## src/common/tmu_pkg.sv

```systemverilog
/* Pixel pipeline shared types */
`default_nettype none

package tmu_pkg;

	localparam int FML_DEPTH = 25;              // Byte address width on FML.
	localparam int DADR_W    = FML_DEPTH - 1;   // Pixel address in 16-bit words.
	localparam int BURST_PIX = 16;              // Pixels per burst.
	localparam int BADR_W    = DADR_W - 4;      // Burst address width.
	localparam int FML_BEATS = 4;               // 64-bit beats per burst.

	// RGB565 colour word.
	typedef struct packed {
		logic [4:0] red;
		logic [5:0] green;
		logic [4:0] blue;
	} rgb565_t;

	// Textured pixel with its destination.
	typedef struct packed {
		rgb565_t           colour;
		logic [DADR_W-1:0] dadr;   // Word address in the framebuffer.
	} pixel_t;

	// Run configuration, stable while busy.
	typedef struct packed {
		logic [5:0] brightness;    // 0 to 63, 63 is unity.
		logic       chroma_key_en;
		rgb565_t    chroma_key;
	} pix_cfg_t;

	// Pixel k of a burst sits at sel[15-k] and in the 16 bits of data
	// starting at bit 255-16k, so beat 0 is data[255:192] and lane 0 is
	// the top halfword of each beat.
	typedef struct packed {
		logic [BADR_W-1:0]    addr;
		logic [BURST_PIX-1:0] sel;
		logic [255:0]         data;
	} burst_t;

endpackage

`default_nettype wire

```

## src/burst/tmu_burst.sv

```systemverilog
/* Burst assembler */
`default_nettype none

module tmu_burst (
	input  logic            sys_clk,
	input  logic            sys_rst,
	input  logic            flush_i,
	input  logic            pipe_stb_i,
	output logic            pipe_ack_o,
	input  tmu_pkg::pixel_t pix_i,
	output logic            pipe_stb_o,
	input  logic            pipe_ack_i,
	output tmu_pkg::burst_t burst_o,
	output logic            busy_o
);
	import tmu_pkg::*;

	logic [BADR_W-1:0]          buf_addr;
	logic [BURST_PIX-1:0]       buf_sel;
	logic [255:0]               buf_data;
	logic                       flush_pend;
	logic                       flush_req;
	logic                       empty;
	logic                       mismatch;
	logic                       out_free;
	logic                       emit;
	logic                       write;
	logic [BADR_W-1:0]          pix_addr;
	logic [DADR_W-BADR_W-1:0]   pix_idx;
	logic [BURST_PIX-1:0]       pix_sel;

	assign pix_addr = pix_i.dadr[DADR_W-1 -: BADR_W];
	assign pix_idx  = pix_i.dadr[DADR_W-BADR_W-1:0];
	assign pix_sel  = {1'b1, {(BURST_PIX-1){1'b0}}} >> pix_idx; // Pixel 0 is the MSB.

	// Every stored pixel sets a select bit, so no bits means no pixels.
	assign empty     = (buf_sel == '0);
	assign flush_req = flush_i | flush_pend;
	assign mismatch  = pipe_stb_i & ~empty & (pix_addr != buf_addr);
	assign out_free  = ~pipe_stb_o | pipe_ack_i;
	assign emit      = (mismatch | (flush_req & ~empty)) & out_free;

	// Stall the source while the old burst still has to leave.
	assign pipe_ack_o = ~mismatch & ~flush_req;
	assign write      = pipe_stb_i & pipe_ack_o;
	assign busy_o     = pipe_stb_o;

	always_ff @(posedge sys_clk) begin
		if (sys_rst) begin
			pipe_stb_o <= 1'b0;
			buf_sel    <= '0;
			flush_pend <= 1'b0;
		end else begin
			if (emit) begin
				pipe_stb_o <= 1'b1;
			end else if (pipe_ack_i) begin
				pipe_stb_o <= 1'b0;
			end

			if (emit) begin
				buf_sel <= '0;
			end else if (write) begin
				buf_sel <= buf_sel | pix_sel; // Repeats keep their bit.
			end

			flush_pend <= flush_req & ~empty & ~out_free; // Hold until output frees.
		end
	end

	always_ff @(posedge sys_clk) begin
		if (emit) begin
			burst_o.addr <= buf_addr;
			burst_o.sel  <= buf_sel;
			burst_o.data <= buf_data;
		end
		if (write) begin
			buf_addr <= pix_addr;
			buf_data[(BURST_PIX-1-pix_idx)*16 +: 16] <= pix_i.colour; // Last write wins.
		end
	end

endmodule

`default_nettype wire

```

## src/decay/tmu_decay.sv

```systemverilog
/* Brightness decay and chroma key */
`default_nettype none

module tmu_decay (
	input  logic              sys_clk,
	input  logic              sys_rst,
	input  tmu_pkg::pix_cfg_t cfg_i,
	input  logic              pipe_stb_i,
	output logic              pipe_ack_o,
	input  tmu_pkg::pixel_t   pix_i,
	output logic              pipe_stb_o,
	input  logic              pipe_ack_i,
	output tmu_pkg::pixel_t   pix_o,
	output logic              busy_o
);
	import tmu_pkg::*;

	logic [6:0]  scale;
	logic [11:0] red_p;
	logic [12:0] green_p;
	logic [11:0] blue_p;
	logic        keyed;
	pixel_t      pix_d;

	// Brightness plus one, so 63 gives a gain of exactly one.
	always_comb begin
		scale   = {1'b0, cfg_i.brightness} + 7'd1;
		red_p   = pix_i.colour.red * scale;
		green_p = pix_i.colour.green * scale;
		blue_p  = pix_i.colour.blue * scale;
		keyed   = cfg_i.chroma_key_en && (pix_i.colour == cfg_i.chroma_key); // Unscaled colour.
		pix_d.colour.red   = red_p[10:6];   // Divide by 64.
		pix_d.colour.green = green_p[11:6];
		pix_d.colour.blue  = blue_p[10:6];
		pix_d.dadr         = pix_i.dadr;
	end

	assign pipe_ack_o = ~pipe_stb_o | pipe_ack_i;
	assign busy_o     = pipe_stb_o;

	always_ff @(posedge sys_clk) begin
		if (sys_rst) begin
			pipe_stb_o <= 1'b0;
		end else if (pipe_ack_o) begin
			pipe_stb_o <= pipe_stb_i & ~keyed; // Keyed pixels vanish here.
		end
	end

	always_ff @(posedge sys_clk) begin
		if (pipe_ack_o & pipe_stb_i) begin
			pix_o <= pix_d;
		end
	end

endmodule

`default_nettype wire

```

## src/pixout/tmu_pixout.sv

```systemverilog
/* FML burst writer */
`default_nettype none

module tmu_pixout (
	input  logic                          sys_clk,
	input  logic                          sys_rst,
	input  logic                          pipe_stb_i,
	output logic                          pipe_ack_o,
	input  tmu_pkg::burst_t               burst_i,
	output logic [tmu_pkg::FML_DEPTH-1:0] fmlw_adr_o,
	output logic                          fmlw_stb_o,
	input  logic                          fmlw_ack_i,
	output logic [7:0]                    fmlw_sel_o,
	output logic [63:0]                   fmlw_do_o,
	output logic                          busy_o
);
	import tmu_pkg::*;

	burst_t     burst_q;
	logic       beat_active;
	logic [1:0] beat_cnt;
	logic [3:0] beat_sel;

	assign pipe_ack_o = ~fmlw_stb_o & ~beat_active;
	assign busy_o     = fmlw_stb_o | beat_active;
	assign fmlw_adr_o = {burst_q.addr, 5'b00000}; // 32-byte aligned.

	// Beat 0 is shown while waiting so it is valid in the ack cycle.
	always_comb begin
		fmlw_do_o = burst_q.data[(FML_BEATS-1-beat_cnt)*64 +: 64];
		beat_sel  = burst_q.sel[(FML_BEATS-1-beat_cnt)*(BURST_PIX/FML_BEATS) +: 4];
		for (int l = 0; l < BURST_PIX/FML_BEATS; l++) begin
			fmlw_sel_o[2*l +: 2] = {2{beat_sel[l]}}; // Two bytes per pixel.
		end
	end

	always_ff @(posedge sys_clk) begin
		if (sys_rst) begin
			fmlw_stb_o  <= 1'b0;
			beat_active <= 1'b0;
			beat_cnt    <= 2'd0;
		end else begin
			if (pipe_stb_i & pipe_ack_o) begin
				fmlw_stb_o <= 1'b1;
			end else if (fmlw_ack_i) begin
				fmlw_stb_o <= 1'b0;
			end

			if (fmlw_stb_o & fmlw_ack_i) begin
				beat_active <= 1'b1;
				beat_cnt    <= 2'd1;
			end else if (beat_active) begin
				beat_cnt <= beat_cnt + 2'd1; // Wraps to 0 after beat 3.
				if (beat_cnt == 2'd3) begin
					beat_active <= 1'b0;
				end
			end
		end
	end

	always_ff @(posedge sys_clk) begin
		if (pipe_stb_i & pipe_ack_o) begin
			burst_q <= burst_i;
		end
	end

endmodule

`default_nettype wire

```

## src/rtl/tmu_ctl.sv

```systemverilog
/* Run control FSM */
`default_nettype none

module tmu_ctl (
	input  logic sys_clk,
	input  logic sys_rst,
	input  logic start_i,
	input  logic src_busy_i,
	input  logic decay_busy_i,
	input  logic burst_busy_i,
	input  logic pixout_busy_i,
	output logic flush_o,
	output logic busy_o
);

	typedef enum logic [1:0] {
		IDLE,
		WAIT_PROCESS,
		FLUSH,
		WAIT_FLUSH
	} state_t;

	state_t state;
	state_t next_state;
	logic   pipeline_busy;

	assign pipeline_busy = src_busy_i | decay_busy_i | burst_busy_i | pixout_busy_i;

	always_ff @(posedge sys_clk) begin
		if (sys_rst) begin
			state <= IDLE;
		end else begin
			state <= next_state;
		end
	end

	always_comb begin
		next_state = state;
		busy_o     = 1'b1;
		flush_o    = 1'b0;
		case (state)
			IDLE: begin
				busy_o = 1'b0;
				if (start_i) next_state = WAIT_PROCESS;
			end
			WAIT_PROCESS: if (~pipeline_busy) next_state = FLUSH;
			FLUSH: begin
				flush_o    = 1'b1; // Push out the partial burst.
				next_state = WAIT_FLUSH;
			end
			WAIT_FLUSH: if (~pipeline_busy) next_state = IDLE;
			default: next_state = IDLE;
		endcase
	end

endmodule

`default_nettype wire

```

## src/rtl/tmu_pix.sv

```systemverilog
/* Pixel back end top */
`default_nettype none

module tmu_pix (
	input  logic                          sys_clk,
	input  logic                          sys_rst,
	input  logic                          start_i,
	input  logic                          src_busy_i,
	input  tmu_pkg::pix_cfg_t             cfg_i,
	input  logic                          pix_stb_i,
	output logic                          pix_ack_o,
	input  tmu_pkg::pixel_t               pix_i,
	output logic                          busy_o,
	output logic [tmu_pkg::FML_DEPTH-1:0] fmlw_adr_o,
	output logic                          fmlw_stb_o,
	input  logic                          fmlw_ack_i,
	output logic [7:0]                    fmlw_sel_o,
	output logic [63:0]                   fmlw_do_o
);
	import tmu_pkg::*;

	logic   decay_stb;
	logic   decay_ack;
	pixel_t decay_pix;
	logic   decay_busy;
	logic   burst_stb;
	logic   burst_ack;
	burst_t burst_data;
	logic   burst_busy;
	logic   pixout_busy;
	logic   flush;

	tmu_ctl ctl (
		.sys_clk       (sys_clk),
		.sys_rst       (sys_rst),
		.start_i       (start_i),
		.src_busy_i    (src_busy_i),
		.decay_busy_i  (decay_busy),
		.burst_busy_i  (burst_busy),
		.pixout_busy_i (pixout_busy),
		.flush_o       (flush),
		.busy_o        (busy_o)
	);

	tmu_decay decay (
		.sys_clk    (sys_clk),
		.sys_rst    (sys_rst),
		.cfg_i      (cfg_i),
		.pipe_stb_i (pix_stb_i),
		.pipe_ack_o (pix_ack_o),
		.pix_i      (pix_i),
		.pipe_stb_o (decay_stb),
		.pipe_ack_i (decay_ack),
		.pix_o      (decay_pix),
		.busy_o     (decay_busy)
	);

	tmu_burst burst (
		.sys_clk    (sys_clk),
		.sys_rst    (sys_rst),
		.flush_i    (flush),
		.pipe_stb_i (decay_stb),
		.pipe_ack_o (decay_ack),
		.pix_i      (decay_pix),
		.pipe_stb_o (burst_stb),
		.pipe_ack_i (burst_ack),
		.burst_o    (burst_data),
		.busy_o     (burst_busy)
	);

	tmu_pixout pixout (
		.sys_clk    (sys_clk),
		.sys_rst    (sys_rst),
		.pipe_stb_i (burst_stb),
		.pipe_ack_o (burst_ack),
		.burst_i    (burst_data),
		.fmlw_adr_o (fmlw_adr_o),
		.fmlw_stb_o (fmlw_stb_o),
		.fmlw_ack_i (fmlw_ack_i),
		.fmlw_sel_o (fmlw_sel_o),
		.fmlw_do_o  (fmlw_do_o),
		.busy_o     (pixout_busy)
	);

endmodule

`default_nettype wire

```

## config.mk

```make
export PLATFORM = sky130hd
export DESIGN_NAME = tmu_pix
export DESIGN_NICKNAME = d
export VERILOG_FILES = /design/src/common/tmu_pkg.sv /design/src/burst/tmu_burst.sv /design/src/decay/tmu_decay.sv /design/src/pixout/tmu_pixout.sv /design/src/rtl/tmu_ctl.sv /design/src/rtl/tmu_pix.sv
export SDC_FILE = /design/constraint.sdc
export NUM_CORES = 1
export LEC_CHECK = 0
export BUFFER_PORTS_ARGS = -buffer_cell sky130_fd_sc_hd__buf_4
export CORE_MARGIN = 2
export CORE_UTILIZATION = 60
export DETAILED_ROUTE_END_ITERATION = 8
export PLACE_DENSITY = 0.78
export REMOVE_ABC_BUFFERS = 1
export SYNTH_ARGS = -nofsm -noshare
export SYNTH_HDL_FRONTEND = slang
export SYNTH_SLANG_ARGS = --single-unit
```

## constraint.sdc

```tcl
create_clock -name sys_clk -period 34.7 [get_ports sys_clk]
set_input_delay 6.94 -clock sys_clk [delete_from_list [all_inputs] [get_ports sys_clk]]
set_output_delay 6.94 -clock sys_clk [all_outputs]
set_load 0.01 [all_outputs]
```

==> results.json <==
{
  "run_status": "finished clean",
  "drv_cap": 0,
  "fin_nets": 2269,
  "crit_required_ps": 35050,
  "synth-seq-area-share": 0.783,
  "cts_hold_buf": 0,
  "layout.cells.non_filler": 2917,
  "grt_pass1_wl_um": 100000,
  "die-area_sq_um": 60600,
  "stdcell_area_sq_um": 39600,
  "cts.sinks": 925,
  "clk_latency_ps": 630,
  "place.gp.congestion": 0.817,
  "slew_headroom": 0.119,
  "critPathMostFrequentCell": "fa_1",
  "synth_top_area_frac": 0.768,
  "crit_chain": "buf_4, nand3_1, xnor2_1, and2_1, fa_1, fa_1, inv_1, fa_1, inv_1, ha_1, and3_1, a21oi_1, o21ai_1, o41ai_2, xnor2_1",
  "vias": 16580,
  "finalSetupViolCount": 0,
  "finalSetupTns_ps": 0,
  "crit_path_max_incr_delay_ps": 950,
  "ys_seq_elements": 925,
  "routed_wl_um": 66400,
  "io_buffers": 163,
  "antenna_found_initial": 3,
  "power.leakage_nw": 13.2,
  "ys_warn_count": 0,
  "holdCritPathClass": "reg2reg",
  "slew_violations": 0,
  "fin_crit_ps": 11020,
  "cts_tree": "done",
  "cts_root_buf": "clkbuf_16",
  "rows": 88,
  "postRouteAntennaNets": 0,
  "fin_skew_ps": 20.3,
  "pin_count": 169,
  "synth_area_sq_um": 35200,
  "hold_violations": 0,
  "initial_core_util": 0.608,
  "viasPerCell": 5.68,
  "synth_area_per_cell_sq_um": 18.4,
  "drtPass1Iterations": 8,
  "drt_iter0_drc": 1521,
  "yosysUniqueCellTypes": 62,
  "grt_pass1_vias": 17436,
  "synth-async-reset-ratio": 0,
  "synth_ff_type": "edfxtp_1",
  "vdd_drop_max_uv": 38.8,
  "syn_inst": 1912,
  "worst_pin_slew_ps": 1320,
  "area_growth_pct": 12.6,
  "path_clk_slew_ps": 60,
  "worst_path_max_delay_cell": "xnor2_1",
  "coreArea_sq_um": 57800,
  "rsz0062_at_grt": "false",
  "numCtsBuffers": 82,
  "hold_ws_ps": 411,
  "fp.dieW_um": 246,
  "timing.final.crit_share": 0.317,
  "place_hpwl_um": 39200,
  "gr-total-overflow": 0,
  "synth_edf_count": 900,
  "cts_resized": 0,
  "cp-end-kind": "flop",
  "clock.fmax_mhz": 90.8,
  "wl_per_cell_um": 22.8,
  "layout-drive-gt1-share": 0.190,
  "htreeDepth": 3,
  "track_usage": 0.225,
  "powerDensity_nw_per_um2": 64.1,
  "worstSetupPathType": "in2reg",
  "cts_setup_buffers": 0,
  "die_h_um": 246,
  "grt_max_degree": 178,
  "arrival_ps": 11370,
  "dpl_cell_area_sq_um": 37100,
  "startpoint_type": "primary input",
  "yosys.area.top_type": "edfxtp_1",
  "netlist_top_cells_area": "edfxtp_1 (77%), mux4_2 (4.4%), fa_1 (2.6%)",
  "cp_max_fo": 16,
  "dp_cells": 2771,
  "drc": 0,
  "clockBufferDepth": 3
}
-- path summary, 6_finish.rpt --
kind / cells past startpoint / slack [ps] / to / from
setup / recovery: 15 / 23680 / decay.pix_o[34] / cfg_i[17]
hold / removal: 0 / 410 / pixout.burst_q[200] / burst.burst_o[200]
hold reg to reg: 0 / 410 / pixout.burst_q[200] / burst.burst_o[200]
setup reg to reg: 7 / 30040 / burst.buf_data[198] / decay.pix_o[0]
-- kinds of logic (layout without fill, tap and decap cells) --
| kind of cell | count (synthesis) | in the layout | share of synthesized area |
|---|---|---|---|
| xor+xnor | 63 | 63 | 0.0157 |
| other cells | 1 | 7 | 0.000107 |
| compound gates | 54 | 54 | 0.0125 |
| simple gates | 540 | 540 | 0.0760 |
| buf+inv | 149 | 383 | 0.0202 |
| flops | 925 | 925 | 0.783 |
| mux | 70 | 70 | 0.0441 |
| fa+ha+maj | 110 | 110 | 0.0487 |
-- final cells by class --
class / count / area, sq um
Multi-Input combinational cell: 842 / 7030
Antenna cell: 2 / 5.00
Fill cell: 3532 / 18200
Clock inverter: 39 / 290
Sequential cell: 925 / 27500
Clock buffer: 105 / 2190
Timing Repair Buffer: 178 / 1350
Tap cell: 765 / 957
Inverter: 61 / 229
-- layer usage --
layer  global-route usage  up-vias  share of wire
li1                     -     7388              -
met1                0.284     8460           0.38
met2                0.397      613           0.53
met3               0.0346      119          0.060
met4               0.0834        0          0.030
met5                    0        -              0
-- synthesized netlist by cell type, types with 3 or more instances --
cell	number
xnor2_1	23
nor2_1	223
o21ai_0	4
clkbuf_1	38
ha_1	65
a31oi_1	18
mux4_2	68
xor2_1	40
and3_1	5
inv_2	3
buf_2	17
buf_4	29
buf_6	3
nand3_1	9
and2_1	126
nor2b_1	38
inv_1	58
dfxtp_1	25
a21oi_1	8
nor2_2	11
nand2b_1	8
nand2_1	73
and4_1	3
edfxtp_1	900
nor4_1	11
nor4b_1	3
nor3_1	12
fa_1	45
-- state kept, by name, indices dropped and copies added, names as in the netlist --
signal              flops
burst.burst_o         292
pixout.burst_q        272
burst.buf_data        256
decay.pix_o            40
burst.buf_addr         20
pixout.fmlw_adr_o      20
burst.buf_sel          16
ctl.state               2
pixout.beat_cnt         2
burst.busy_o            1
burst.flush_pend        1
decay.busy_o            1
pixout.beat_active      1
pixout.fmlw_stb_o       1
-- where the power goes --
group          switching (mW)  total [mW]  leakage [nW]  internal [mW]
Clock                   0.379       0.849          1.22          0.470
Sequential             0.0688        1.42          8.20           1.35
Combinational           0.181       0.274          3.82         0.0926
Total                   0.629        2.54          13.2           1.91
-- metrics by stage --
step | setup WS [ps] | total power, mW | utilization
floorplan | 12830 | 1.62 | -
global placement | 23300 | 1.69 | 0.642
detailed placement | 23080 | 1.71 | 0.642
CTS | 23660 | 2.55 | 0.685
global route | 23490 | 2.62 | 0.685
finish | 23680 | 2.54 | 0.685
-- cell usage in the layout, fill, tap and decap left out, types with 18 or more instances in the layout --
| cell | instances |
|---|---|
| nor2b_1 | 37 |
| nor2_1 | 212 |
| nand2_1 | 73 |
| dfxtp_1 | 23 |
| mux4_2 | 68 |
| inv_1 | 58 |
| xnor2_1 | 23 |
| a31oi_1 | 18 |
| and2_1 | 124 |
| ha_1 | 65 |
| nor2_2 | 22 |
| clkinv_1 | 18 |
| edfxtp_1 | 900 |
| xor2_1 | 40 |
| buf_4 | 177 |
| clkbuf_1 | 20 |
| fa_1 | 45 |
| clkbuf_16 | 84 |
-- critical path: cells and delay by family --
kind	cells	cell delay (ps)
AND/OR/NAND/NOR	3	600
XOR/XNOR	2	1060
buffers and inverters	3	280
AO/OA/AOI/OAI	3	620
adder cells (fa/ha/maj)	4	1870
Power figures use the tool's default switching activity.
